`config.mk`:
```
export PLATFORM = sky130hd
export DESIGN_NAME = tluh_reg_top
export DESIGN_NICKNAME = d
export VERILOG_FILES = /design/src/tluh_pkg.sv /design/src/reg_bus_if.sv /design/src/tluh_atomic_alu.sv /design/src/tluh_adapter_reg.sv /design/src/reg_file.sv /design/src/tluh_reg_top.sv
export SDC_FILE = /design/constraint.sdc
export NUM_CORES = 1
export LEC_CHECK = 0
export BUFFER_PORTS_ARGS = -buffer_cell sky130_fd_sc_hd__buf_2
export CORE_MARGIN = 2
export CORE_UTILIZATION = 42
export DETAILED_ROUTE_END_ITERATION = 8
export PLACE_DENSITY_LB_ADDON = 0.05
export SETUP_SLACK_MARGIN = 0.5
export SKIP_LAST_GASP = 1
export SLEW_MARGIN = 20
export SYNTH_ARGS = -nofsm -noshare
export SYNTH_HDL_FRONTEND = slang
export SYNTH_SLANG_ARGS = --single-unit
```
`constraint.sdc`:
```
create_clock -name clk_i -period 3.7 [get_ports clk_i]
set_input_delay 0.74 -clock clk_i [delete_from_list [all_inputs] [get_ports clk_i]]
set_output_delay 0.74 -clock clk_i [all_outputs]
set_load 0.05 [all_outputs]
```
`src/tluh_pkg.sv`:
```
`default_nettype none

package tluh_pkg;

  ////////////////////////////////////////////////////////////
  // bus geometry
  ////////////////////////////////////////////////////////////
  localparam int TL_DW     = 32; // data bits per beat
  localparam int TL_DBW    = TL_DW / 8; // byte lanes
  localparam int TL_AW     = 32;
  localparam int TL_SZW    = 3;  // log2 of transfer bytes
  localparam int TL_IW     = 4;  // source id
  localparam int TL_BEATSW = 3;  // beat counter, bursts up to 4 beats

  ////////////////////////////////////////////////////////////
  // channel opcodes
  ////////////////////////////////////////////////////////////
  typedef enum logic [2:0] {
    PutFullData    = 3'd0,
    PutPartialData = 3'd1,
    ArithmeticData = 3'd2,
    LogicalData    = 3'd3,
    Get            = 3'd4,
    Intent         = 3'd5  // prefetch hint
  } tl_a_op_e;

  typedef enum logic [2:0] {
    AccessAck     = 3'd0,
    AccessAckData = 3'd1,
    HintAck       = 3'd2
  } tl_d_op_e;

  // a_param encodings of the atomics
  typedef enum logic [2:0] {
    MIN  = 3'd0,
    MAX  = 3'd1,
    MINU = 3'd2,
    MAXU = 3'd3,
    ADD  = 3'd4
  } arith_fn_e;

  typedef enum logic [2:0] {
    XOR  = 3'd0,
    OR   = 3'd1,
    AND  = 3'd2,
    SWAP = 3'd3  // plain exchange
  } logic_fn_e;

endpackage

`default_nettype wire

```
`src/reg_bus_if.sv`:
```
`timescale 1ns/100ps
`default_nettype none

// word access path between adapter and register array
interface reg_bus_if #(
  parameter int RegAw = 6
) ();

  logic                          re;    // read strobe
  logic                          we;    // write strobe, acts at clock edge
  logic [RegAw-1:0]              addr;  // always word aligned
  logic [tluh_pkg::TL_DW-1:0]    wdata;
  logic [tluh_pkg::TL_DBW-1:0]   be;    // byte lanes to write
  logic [tluh_pkg::TL_DW-1:0]    rdata; // comb from addr
  logic                          error; // index beyond implemented words

  // adapter side
  modport host (
    output re, we, addr, wdata, be,
    input  rdata, error
  );

  // register array side
  modport device (
    input  re, we, addr, wdata, be,
    output rdata, error
  );

endinterface

`default_nettype wire

```
`src/tluh_atomic_alu.sv`:
```
`timescale 1ns/100ps
`default_nettype none

module tluh_atomic_alu (
  input  wire logic [tluh_pkg::TL_DW-1:0] op1_i,   // bus data
  input  wire logic [tluh_pkg::TL_DW-1:0] op2_i,   // old register word
  input  wire logic                       arith_i, // 1 arithmetic, 0 logical
  input  wire logic [2:0]                 fn_i,
  output logic      [tluh_pkg::TL_DW-1:0] result_o
);

  logic lt_s; // op1 < op2 as signed
  logic lt_u; // op1 < op2 as unsigned

  assign lt_s = $signed(op1_i) < $signed(op2_i);
  assign lt_u = op1_i < op2_i;

  ////////////////////////////////////////////////////////////
  // function select
  ////////////////////////////////////////////////////////////
  always_comb begin
    result_o = op1_i; // unknown codes fall back to swap
    if (arith_i) begin
      case (tluh_pkg::arith_fn_e'(fn_i))
        tluh_pkg::MIN:  result_o = lt_s ? op1_i : op2_i;
        tluh_pkg::MAX:  result_o = lt_s ? op2_i : op1_i;
        tluh_pkg::MINU: result_o = lt_u ? op1_i : op2_i;
        tluh_pkg::MAXU: result_o = lt_u ? op2_i : op1_i;
        tluh_pkg::ADD:  result_o = op1_i + op2_i; // wraps mod 2^32
        default:        result_o = op1_i;
      endcase
    end else begin
      case (tluh_pkg::logic_fn_e'(fn_i))
        tluh_pkg::XOR:  result_o = op1_i ^ op2_i;
        tluh_pkg::OR:   result_o = op1_i | op2_i;
        tluh_pkg::AND:  result_o = op1_i & op2_i;
        tluh_pkg::SWAP: result_o = op1_i;
        default:        result_o = op1_i;
      endcase
    end
  end

endmodule

`default_nettype wire

```
`src/tluh_adapter_reg.sv`:
```
`timescale 1ns/100ps
`default_nettype none

module tluh_adapter_reg #(
  parameter int RegAw = 6
) (
  input  wire logic                          clk_i,
  input  wire logic                          rst_ni,
  // channel A
  input  wire logic                          a_valid_i,
  input  wire tluh_pkg::tl_a_op_e            a_opcode_i,
  input  wire logic [2:0]                    a_param_i,
  input  wire logic [tluh_pkg::TL_SZW-1:0]   a_size_i,
  input  wire logic [tluh_pkg::TL_IW-1:0]    a_source_i,
  input  wire logic [tluh_pkg::TL_AW-1:0]    a_address_i,
  input  wire logic [tluh_pkg::TL_DBW-1:0]   a_mask_i,
  input  wire logic [tluh_pkg::TL_DW-1:0]    a_data_i,
  input  wire logic                          d_ready_i,
  output logic                               a_ready_o,
  // channel D
  output logic                               d_valid_o,
  output tluh_pkg::tl_d_op_e                 d_opcode_o,
  output logic      [tluh_pkg::TL_SZW-1:0]   d_size_o,
  output logic      [tluh_pkg::TL_IW-1:0]    d_source_o,
  output logic      [tluh_pkg::TL_DW-1:0]    d_data_o,
  output logic                               d_error_o,
  // prefetch hint
  output logic                               prefetch_o,
  output logic      [1:0]                    prefetch_param_o,
  output logic      [tluh_pkg::TL_AW-1:0]    prefetch_addr_o,
  // atomic ALU
  output logic      [tluh_pkg::TL_DW-1:0]    alu_op1_o,
  output logic      [tluh_pkg::TL_DW-1:0]    alu_op2_o,
  output logic                               alu_arith_o,
  output logic      [2:0]                    alu_fn_o,
  input  wire logic [tluh_pkg::TL_DW-1:0]    alu_result_i,
  reg_bus_if.host                            reg_bus
);

  localparam logic [RegAw-1:0] Step = RegAw'(tluh_pkg::TL_DBW); // one word

  typedef enum logic [2:0] {
    IDLE,
    GET_BEAT,     // D holds a read beat
    PUT_BEAT,     // waiting on further put beats
    ATOMIC_WRITE, // result goes back to the array
    RESPOND       // single ack on D
  } state_e;

  state_e state_q;

  logic a_ack, d_ack;
  logic a_new; // first beat of a request
  logic is_get, is_put, is_atomic, is_intent;

  logic [RegAw-1:0] a_word;  // word aligned request address
  logic [RegAw-1:0] addr_q;  // address of the next array access

  logic [tluh_pkg::TL_IW-1:0]     src_q;
  logic [tluh_pkg::TL_SZW-1:0]    size_q;
  tluh_pkg::tl_d_op_e             rspop_q;
  logic                           err_q;
  logic [tluh_pkg::TL_BEATSW-1:0] beats_q; // beats still to go
  logic [tluh_pkg::TL_DW-1:0]     rdata_q;

  // latched atomic operands
  logic [tluh_pkg::TL_DW-1:0] op1_q;
  logic [2:0]                 fn_q;
  logic                       arith_q;

  // beats minus one for a given size
  function automatic logic [tluh_pkg::TL_BEATSW-1:0] beats_m1(
    input logic [tluh_pkg::TL_SZW-1:0] size
  );
    logic [tluh_pkg::TL_BEATSW-1:0] n;
    n = '0;
    if (size > 3'd2) begin
      n = 1'b1;
      n = (n << (size - 3'd2)) - 1'b1;
    end
    return n;
  endfunction

  ////////////////////////////////////////////////////////////
  // handshakes and decode
  ////////////////////////////////////////////////////////////
  assign a_ready_o = (state_q == IDLE) || (state_q == PUT_BEAT);
  assign d_valid_o = (state_q == GET_BEAT) || (state_q == RESPOND);
  assign a_ack     = a_valid_i & a_ready_o;
  assign d_ack     = d_valid_o & d_ready_i;
  assign a_new     = a_ack & (state_q == IDLE);

  assign is_get    = a_opcode_i == tluh_pkg::Get;
  assign is_put    = (a_opcode_i == tluh_pkg::PutFullData) ||
                     (a_opcode_i == tluh_pkg::PutPartialData);
  assign is_atomic = (a_opcode_i == tluh_pkg::ArithmeticData) ||
                     (a_opcode_i == tluh_pkg::LogicalData);
  assign is_intent = a_opcode_i == tluh_pkg::Intent;

  assign a_word = {a_address_i[RegAw-1:2], 2'b00};

  ////////////////////////////////////////////////////////////
  // register bus
  ////////////////////////////////////////////////////////////
  assign reg_bus.addr  = (state_q == IDLE) ? a_word : addr_q;
  assign reg_bus.re    = (a_new & (is_get | is_atomic)) |
                         ((state_q == GET_BEAT) & d_ack & (beats_q != '0)); // next burst word
  assign reg_bus.we    = (a_ack & (is_put | (state_q == PUT_BEAT))) |
                         (state_q == ATOMIC_WRITE);
  assign reg_bus.wdata = (state_q == ATOMIC_WRITE) ? alu_result_i : a_data_i;
  assign reg_bus.be    = (state_q == ATOMIC_WRITE) ? '1 : a_mask_i; // atomics write whole word

  // hint goes out in the handshake cycle
  assign prefetch_o       = a_new & is_intent;
  assign prefetch_param_o = a_param_i[1:0];
  assign prefetch_addr_o  = a_address_i;

  ////////////////////////////////////////////////////////////
  // control FSM
  ////////////////////////////////////////////////////////////
  always_ff @(posedge clk_i or negedge rst_ni) begin
    if (!rst_ni) begin
      state_q <= IDLE;
      src_q   <= '0;
      size_q  <= '0;
      rspop_q <= tluh_pkg::AccessAck;
      err_q   <= 1'b0;
      beats_q <= '0;
      addr_q  <= '0;
    end else begin
      case (state_q)
        IDLE: begin
          if (a_ack) begin
            src_q   <= a_source_i;
            size_q  <= a_size_i;
            beats_q <= beats_m1(a_size_i);
            err_q   <= reg_bus.error;
            addr_q  <= a_word + Step; // wraps inside RegAw
            case (a_opcode_i)
              tluh_pkg::Get: begin
                rspop_q <= tluh_pkg::AccessAckData;
                state_q <= GET_BEAT;
              end
              tluh_pkg::PutFullData, tluh_pkg::PutPartialData: begin
                rspop_q <= tluh_pkg::AccessAck;
                state_q <= (beats_m1(a_size_i) == '0) ? RESPOND : PUT_BEAT;
              end
              tluh_pkg::ArithmeticData, tluh_pkg::LogicalData: begin
                rspop_q <= tluh_pkg::AccessAckData;
                addr_q  <= a_word; // same word gets the result
                state_q <= ATOMIC_WRITE;
              end
              tluh_pkg::Intent: begin
                rspop_q <= tluh_pkg::HintAck;
                err_q   <= 1'b0; // hints never fail
                state_q <= RESPOND;
              end
              default: begin
                rspop_q <= tluh_pkg::AccessAck;
                err_q   <= 1'b1; // unknown opcode
                state_q <= RESPOND;
              end
            endcase
          end
        end
        GET_BEAT: begin
          if (d_ack) begin
            if (beats_q == '0) begin
              state_q <= IDLE;
            end else begin
              beats_q <= beats_q - 1'b1;
              err_q   <= reg_bus.error; // per beat
              addr_q  <= addr_q + Step;
            end
          end
        end
        PUT_BEAT: begin
          if (a_ack) begin
            err_q   <= err_q | reg_bus.error; // sticky over the burst
            addr_q  <= addr_q + Step;
            beats_q <= beats_q - 1'b1;
            if (beats_q == 1) state_q <= RESPOND;
          end
        end
        ATOMIC_WRITE: state_q <= RESPOND;
        RESPOND: begin
          if (d_ack) state_q <= IDLE;
        end
        default: state_q <= IDLE;
      endcase
    end
  end

  // data path, loaded on strobes only
  always_ff @(posedge clk_i) begin
    if (reg_bus.re) rdata_q <= reg_bus.rdata; // old word for atomics too
    if (a_new) begin
      op1_q   <= a_data_i;
      fn_q    <= a_param_i;
      arith_q <= a_opcode_i == tluh_pkg::ArithmeticData;
    end
  end

  assign d_opcode_o = rspop_q;
  assign d_size_o   = size_q;
  assign d_source_o = src_q;
  assign d_data_o   = rdata_q;
  assign d_error_o  = err_q;

  assign alu_op1_o   = op1_q;
  assign alu_op2_o   = rdata_q;
  assign alu_arith_o = arith_q;
  assign alu_fn_o    = fn_q;

endmodule

`default_nettype wire

```
`src/reg_file.sv`:
```
`timescale 1ns/100ps
`default_nettype none

module reg_file #(
  parameter int RegAw   = 6,
  parameter int NumRegs = 12
) (
  input wire logic  clk_i,
  input wire logic  rst_ni,
  reg_bus_if.device reg_bus
);

  localparam int IdxW = RegAw - 2; // word index bits

  logic [tluh_pkg::TL_DW-1:0] regs [NumRegs];
  logic [IdxW-1:0]            idx;

  assign idx           = reg_bus.addr[RegAw-1:2];
  assign reg_bus.error = 32'(idx) >= NumRegs; // hole above implemented words
  // holes and idle cycles read zero
  assign reg_bus.rdata = (reg_bus.re && !reg_bus.error) ? regs[idx] : '0;

  ////////////////////////////////////////////////////////////
  // byte masked write
  ////////////////////////////////////////////////////////////
  always_ff @(posedge clk_i or negedge rst_ni) begin
    if (!rst_ni) begin
      for (int i = 0; i < NumRegs; i++) begin
        regs[i] <= '0;
      end
    end else if (reg_bus.we && !reg_bus.error) begin
      for (int b = 0; b < tluh_pkg::TL_DBW; b++) begin
        if (reg_bus.be[b]) regs[idx][8*b +: 8] <= reg_bus.wdata[8*b +: 8];
      end
    end
  end

endmodule

`default_nettype wire

```
`src/tluh_reg_top.sv`:
```
`timescale 1ns/100ps
`default_nettype none

module tluh_reg_top #(
  parameter int RegAw   = 6,
  parameter int NumRegs = 12
) (
  input  wire logic                        clk_i,
  input  wire logic                        rst_ni,
  input  wire logic                        a_valid_i,
  input  wire tluh_pkg::tl_a_op_e          a_opcode_i,
  input  wire logic [2:0]                  a_param_i,
  input  wire logic [tluh_pkg::TL_SZW-1:0] a_size_i,
  input  wire logic [tluh_pkg::TL_IW-1:0]  a_source_i,
  input  wire logic [tluh_pkg::TL_AW-1:0]  a_address_i,
  input  wire logic [tluh_pkg::TL_DBW-1:0] a_mask_i,
  input  wire logic [tluh_pkg::TL_DW-1:0]  a_data_i,
  input  wire logic                        d_ready_i,
  output logic                             a_ready_o,
  output logic                             d_valid_o,
  output tluh_pkg::tl_d_op_e               d_opcode_o,
  output logic      [tluh_pkg::TL_SZW-1:0] d_size_o,
  output logic      [tluh_pkg::TL_IW-1:0]  d_source_o,
  output logic      [tluh_pkg::TL_DW-1:0]  d_data_o,
  output logic                             d_error_o,
  output logic                             prefetch_o,
  output logic      [1:0]                  prefetch_param_o,
  output logic      [tluh_pkg::TL_AW-1:0]  prefetch_addr_o
);

  // adapter <-> ALU
  logic [tluh_pkg::TL_DW-1:0] alu_op1, alu_op2, alu_result;
  logic                       alu_arith;
  logic [2:0]                 alu_fn;

  reg_bus_if #(.RegAw(RegAw)) reg_bus ();

  tluh_adapter_reg #(.RegAw(RegAw)) u_adapter (
    .clk_i, .rst_ni,
    .a_valid_i, .a_opcode_i, .a_param_i, .a_size_i, .a_source_i,
    .a_address_i, .a_mask_i, .a_data_i, .d_ready_i, .a_ready_o,
    .d_valid_o, .d_opcode_o, .d_size_o, .d_source_o, .d_data_o, .d_error_o,
    .prefetch_o, .prefetch_param_o, .prefetch_addr_o,
    .alu_op1_o    (alu_op1),
    .alu_op2_o    (alu_op2),
    .alu_arith_o  (alu_arith),
    .alu_fn_o     (alu_fn),
    .alu_result_i (alu_result),
    .reg_bus      (reg_bus.host)
  );

  reg_file #(.RegAw(RegAw), .NumRegs(NumRegs)) u_regs (
    .clk_i, .rst_ni,
    .reg_bus (reg_bus.device)
  );

  tluh_atomic_alu u_alu (
    .op1_i    (alu_op1),
    .op2_i    (alu_op2),
    .arith_i  (alu_arith),
    .fn_i     (alu_fn),
    .result_o (alu_result)
  );

endmodule

`default_nettype wire

```
==> results.yml, run 1 <==
grt:
  grt_usage_pct: 34.0
  grt_antenna_before_repair: 3
  grt_first_pass_wirelength_um: 194000
  number_of_global_route_vias_before_repair: 29800
  grt_max_degree: 96
  global_route.overflow_total: 0
placed_design:
  finalWeightedCongestion: 0.989
  hpwl_detailed_um: 89500
  dp.cells: 4603
  io_buffer_count: 107
  post-place-ws_ns: -0.306
clocking:
  htree_depth: 2
  worstSkewPairLatency_ns: 0.66
  clockRootBuffer: "clkbuf_16"
  ctsHoldBuffers: 0
  cts_buffer_depth: 3
  cts_tree: "built"
  cts.sinks: 472
  cts_made_buffers: 57
  clk_pin_slew_worst_paths_ns: 0.06
route:
  drt_first_iter_violations: 3619
  drt_pass1_iterations: 8
  remaining_design_rule_violation_count: 0
  routed_wire_length_per_instance_um: 27.3
  totalWireLength_um: 132000
  routed-via-count: 30900
  antenna_left: 0
  avgViaCountPerCell: 6.39
die:
  placeableCoreArea_sq_mm: 0.0727
  die_w_um: 274
  initial_util_pct: 42.2
  die_height_um: 274
  boundaryPins: 165
  floorplan.rows: 99
  design.die.area_sq_mm: 0.0753
synthesis:
  netlist_area_sq_mm: 0.0307
  netlist_top_cells_area: "dfrtp_1, nand2_1, edfxtp_1"
  mappedNetlistNets: 3716
  synth.lib_cells_used.distinct: 108
  yosys_register_bits: 472
  synthDominantAreaCellType: "dfrtp_1"
  yosysMostFrequentCell: "nand2_1"
  postSynthAreaPerCell_sq_um: 8.71
  ys_warn_count: 0
  yosys.area.top_type_share_pct: 32.9
  postSynth.topFlopCell: "dfrtp_1"
  synth_cells: 3526
  yosys-top-cells-count: "nand2_1, dfrtp_1, nor2_1, clkbuf_1, a21oi_1"
  synth_edf_count: 68
  synthArstFlopShare_pct: 85.6
  yosysSeqAreaShare_pct: 39.6
status:
  outcome: "completed"
critical_path:
  crit_path_max_incr_delay_ns: 0.54
  worstPathRequired_ns: 4.22
  r2r_setup_slack_ns: 0.06
  cp_top_family: "simple AND/OR/NAND/NOR gates"
  r2r-start: "u_adapter.alu_op1_o[31]"
  crit_end: "u_regs.regs[83]"
  crit_arrival_ns: 4.15
  critical_path.startpoint: "u_adapter.alu_op1_o[31]"
  worst_path_max_delay_cell: "or4_4"
  timing.rr.end: "u_regs.regs[83]"
  cp_num_cells: 12
  critical_path.startpoint_type: "flop"
  critical_path.n_buffers_inverters: 3
  crit_path_end_kind: "flop"
  worst-r2r-cell-count: 12
  worst-path-max-fanout: 12
  timing_worst_setup_path_type: "reg2reg"
  cp_cell_sequence: "inv_2, ha_4, nor4_4, nand4_4, or4_4, buf_4, buf_12, o2111ai_1, o211ai_1, a311oi_1, a21oi_4, mux2_4"
sta:
  maxSlewViolCount: 0
  timing_hold_violations_final: 0
  timing.max_slew.rel_slack_pct: 32.9
  fmaxAchievable_mhz: 275
  finClkSkew_ns: 0.0270
  timing_worst_slew_pin_value_ns: 0.996
  timing.hold.ws_ns: 0.115
  final_min_period_over_clock_period_pct: 98.3
  finalSetupViolations: 0
  grt_setup_unrepaired: "true"
  setup_total_negative_slack_ns: 0
  fin_ws_ns: 0.0622
  final_critical_path_time_including_i_o_delays_and_setup_ns: 3.64
layout:
  drive_gt1_share_pct: 30.0
  design.final.nets: 4017
  syn_to_final_growth_pct: 28.5
  final_layout_fill_cell_count: 6544
  diodes: 0
  layoutNonFillerInstCount: 4834
pwr:
  p_total_mw: 32.7
  switching_share_pct: 46.2
  power_report.internal_total_mw: 17.6
  seqPwrFrac_pct: 24.7
  peakVddDrop_mv: 0.504
  power.share.clock_pct: 18.3
  comb_power_share_pct: 56.9
  net-switching-power_mw: 15.1
  p_leak_nw: 16.3
  power_density_mw_per_mm2: 827
min_path:
  min-delay-path-class: "in2async"
run:
  max_cap_viol_count: 0
## layer usage
layer / vias to the layer above / GRT usage [%] / share of wire [%]
met5: - / 0 / 0.0068
met4: 2 / 10.9 / 3.5
met3: 307 / 6.13 / 9.6
met2: 1750 / 52.4 / 44
met1: 15400 / 48.4 / 43
li1: 13400 / - / -
## sequential cells by signal (all words and copies together) (netlist names)
register	cells
u_regs.regs	384
u_adapter.alu_op1_o	32
u_adapter.alu_op2_o	32
u_adapter.addr_q	4
u_adapter.d_source_o	4
u_adapter.alu_fn_o	3
u_adapter.beats_q	3
u_adapter.d_size_o	3
u_adapter.state_q	3
u_adapter.d_opcode_o	2
u_adapter.alu_arith_o	1
u_adapter.d_error_o	1
## power groups by stage
stage,clock network [mW],logic [mW],registers (mW)
2_1_floorplan,0,9.48,8.30
4_1_cts,6.08,17.1,8.03
3_3_place_gp,0,15.4,8.02
6_report,5.99,18.6,8.08
5_1_grt,6.30,19.6,8.26
3_5_place_dp,0,15.5,8.10
## logic make-up after synthesis
group | share of synthesized area [%]
simple gates | 18.7
compound gates | 22.3
flops | 39.6
buf+inv | 6.26
mux | 8.11
fa+ha+maj | 4.30
xor+xnor | 0.680
other cells | 0.0122
## through the flow
stage	util, %	instance area, sq um
after floorplan	-	31300
after global placement	47.3	34400
after detailed placement	47.3	34400
after CTS	52.4	38100
after global routing	54.3	39500
final	54.3	39500
## area by class of cell
cell class / count / area [sq um] / share of cell area (%)
clock buffers: 81 / 1700 / 4.30
well taps: 959 / 1200 / 3.04
repair buffers: 569 / 4900 / 12.4
flip-flops and latches: 472 / 12200 / 30.8
multi-input cells: 2623 / 18800 / 47.7
inverters: 104 / 400 / 1.01
clock inverters: 26 / 299 / 0.757
## worst min-delay path by stage
stage | start | to | slack (ns) | depth (start not counted)
2_1_floorplan | rst_ni | u_adapter.addr_q[2] | 0.44 | 0
6_report | rst_ni | u_regs.regs[153] | 0.12 | 1
5_1_grt | rst_ni | u_regs.regs[153] | 0.16 | 1
3_5_place_dp | u_adapter.d_source_o[3] | u_adapter.d_source_o[3] | 0.46 | 2
3_3_place_gp | u_adapter.d_opcode_o[1] | u_adapter.d_opcode_o[1] | 0.45 | 1
4_1_cts | rst_ni | u_regs.regs[153] | 0.14 | 1
## cells in the final DEF, fill, tap and decap left out, drive strengths merged, types with 15 or more instances in the layout
cell type / instances
o22ai: 30
nand3: 161
a22oi: 21
a311oi: 38
mux2i: 32
o2111ai: 41
mux2: 125
a21o: 21
a21oi: 190
edfxtp: 68
o21ai: 165
a31oi: 97
o211ai: 65
nor4: 15
a211oi: 58
o31ai: 72
nor2: 364
o2bb2ai: 38
ha: 104
nand2: 580
clkbuf: 82
a2111oi: 30
clkinv: 20
o21a: 15
inv: 102
mux4: 32
dfrtp: 404
nor3: 108
and3: 36
buf: 566
## repair_timing
| item | CTS | global route |
|---|---|---|
| cloned | 12 | 11 |
| gates resized for setup | 198 | 212 |
| endpoints found under the setup margin | 388 | 403 |
| pin swaps | 58 | 54 |
| buffers inserted | 52 | 48 |
Power figures use the tool's default switching activity.
==> inputs of run 2 (changes only) <==
--- a/constraint.sdc
+++ b/constraint.sdc
@@ -3,2 +3,2 @@
 set_output_delay 0.74 -clock clk_i [all_outputs]
-set_load 0.05 [all_outputs]
+set_load 0.02 [all_outputs]
==> results.yml, run 2 (synthesis results as in run 1) <==
status:
  outcome: "completed"
die:
  die_w_um: 274
  die_height_um: 274
  initial_util_pct: 42.2
  placeableCoreArea_sq_mm: 0.0727
  floorplan.rows: 99
  design.die.area_sq_mm: 0.0753
  boundaryPins: 165
clocking:
  clockRootBuffer: "clkbuf_16"
  ctsHoldBuffers: 0
  worstSkewPairLatency_ns: 0.63
  cts_buffer_depth: 3
  clk_pin_slew_worst_paths_ns: 0.06
  cts.sinks: 472
  htree_depth: 2
  cts_made_buffers: 57
  cts_tree: "built"
grt:
  grt_first_pass_wirelength_um: 192000
  grt_max_degree: 93
  grt_antenna_before_repair: 4
  grt_usage_pct: 33.8
  number_of_global_route_vias_before_repair: 29100
  global_route.overflow_total: 0
route:
  totalWireLength_um: 131000
  avgViaCountPerCell: 6.33
  routed-via-count: 30500
  drt_pass1_iterations: 6
  routed_wire_length_per_instance_um: 27.3
  antenna_left: 0
  remaining_design_rule_violation_count: 0
  drt_first_iter_violations: 3464
sta:
  grt_setup_unrepaired: "true"
  maxSlewViolCount: 0
  finClkSkew_ns: 0.0266
  timing.max_slew.rel_slack_pct: 22.6
  final_min_period_over_clock_period_pct: 98.8
  finalSetupViolations: 0
  final_critical_path_time_including_i_o_delays_and_setup_ns: 3.66
  fmaxAchievable_mhz: 273
  timing_hold_violations_final: 0
  timing_worst_slew_pin_value_ns: 1.16
  setup_total_negative_slack_ns: 0
critical_path:
  crit_path_frequent_cell: "buf_12"
  worstPathRequired_ns: 4.21
  timing_worst_setup_path_type: "reg2reg"
  critical_path.n_buffers_inverters: 6
  r2r_setup_slack_ns: 0.04
  crit_path_end_kind: "flop"
  crit_arrival_ns: 4.16
  timing.rr.end: "u_regs.regs[30]"
  cp_top_family: "compound AO/OA/AOI/OAI gates"
  worst-r2r-cell-count: 16
  worst-path-max-fanout: 6
  cp_cell_sequence: "inv_2, ha_4, or4_4, nor3_4, o31a_2, buf_6, a211oi_4, o21ai_4, buf_12, xnor2_4, buf_12, buf_12, a311oi_4, a31oi_4, buf_4, mux2_2"
  r2r-start: "u_adapter.alu_op2_o[15]"
  cp_num_cells: 16
  worst_path_max_delay_cell: "or4_4"
  critical_path.startpoint_type: "flop"
  crit_path_max_incr_delay_ns: 0.57
min_path:
  min-delay-path-class: "in2async"
placed_design:
  finalWeightedCongestion: 0.940
  io_buffer_count: 107
  hpwl_detailed_um: 89700
layout:
  design.final.nets: 3995
  largest_register_ffs: 384
  final_layout_fill_cell_count: 6613
  top_library_cells_by_usage_in_the_layout_fill_and_taps_aside: "nand2_1, dfrtp_1, buf_4, nor2_1, a21oi_1"
  fin_util_pct: 52.9
  layout_commonest_cell: "nand2_1"
  drive_gt1_share_pct: 27.6
  largest_register: "u_regs.regs"
  syn_to_final_growth_pct: 25.3
pwr:
  peakVddDrop_mv: 0.709
  p_total_mw: 31.4
  p_leak_nw: 16.1
  power_density_mw_per_mm2: 816
run:
  max_cap_viol_count: 0
## run 2: cell types whose count changed in the layout (fill, tap and decap cells not counted), moves of 12 or more
cell / previous run / this run
buf_4: 357 / 371
o31ai_4: 4 / 25
o31ai_2: 21 / 7
buf_6: 44 / 26
a2111oi_4: 18 / 6
clkbuf_1: 8 / 23
## run 2: final cells by class
cell class / instances / area, sq um / area share, %
Timing Repair Buffer: 547 / 4450 / 11.6
Clock buffer: 96 / 1790 / 4.65
Inverter: 104 / 398 / 1.03
Clock inverter: 12 / 93.8 / 0.244
Tap cell: 959 / 1200 / 3.12
Antenna cell: 2 / 5.00 / 0.0130
Sequential cell: 472 / 12200 / 31.6
Multi-Input combinational cell: 2623 / 18400 / 47.8
## run 2: worst max-delay path by stage
stage / from / to / slack, ns
after global placement: u_adapter.alu_op2_o[14] / u_regs.regs[187] / -0.28
after detailed placement: u_adapter.alu_op2_o[28] / u_regs.regs[283] / -0.28
after CTS: u_adapter.alu_op1_o[24] / u_regs.regs[379] / 0.17
after floorplan: u_adapter.alu_op2_o[10] / u_regs.regs[123] / 0.27
after global routing: u_adapter.state_q[1] / u_regs.regs[181] / -0.03
final: u_adapter.alu_op2_o[15] / u_regs.regs[30] / 0.04
## run 2: routing by layer
layer / track usage, % / vias up / wire (um)
met3: 4.44 / 286 / 9740
met2: 52.4 / 1481 / 59100
met5: 0 / - / 0
li1: - / 13400 / -
met1: 48.0 / 15300 / 57600
met4: 13.1 / 0 / 5010
## run 2: what timing repair did
| action | in CTS | in global routing |
|---|---|---|
| endpoints found under the setup margin | 385 | 404 |
| setup buffers | 62 | 34 |
| pin swaps | 36 | 65 |
| cloned | 6 | 7 |
| gates resized for setup | 144 | 208 |
## run 2: power breakdown
part / total (mW) / switching, mW / internal, mW
Clock: 5.69 / 2.40 / 3.29
Sequential: 8.04 / 0.989 / 7.05
Combinational: 17.7 / 10.9 / 6.72
Total: 31.4 / 14.3 / 17.1
## run 2: metrics by stage
step	hold slack (ns)	setup slack, ns	instances	area, sq um
CTS	0.182	0.167	4771	37100
finish	0.129	0.0433	4815	38500
floorplan	0.443	0.270	3526	31000
global placement	0.452	-0.277	4595	34000
global route	0.180	-0.0261	4814	38500
detailed placement	0.464	-0.285	4595	34000
## run 2: worst register-to-register path: cells and delay by family (launching register included)
family                     cells  cell delay, ns
xor gates and xnor gates       1            0.07
and+or+nand+nor                2            0.79
adders and majority gates      1            0.21
muxes                          1            0.26
DFF                            1            0.42
buffers and inverters          6            0.83
AOI/OAI and AO/OA              5            0.95
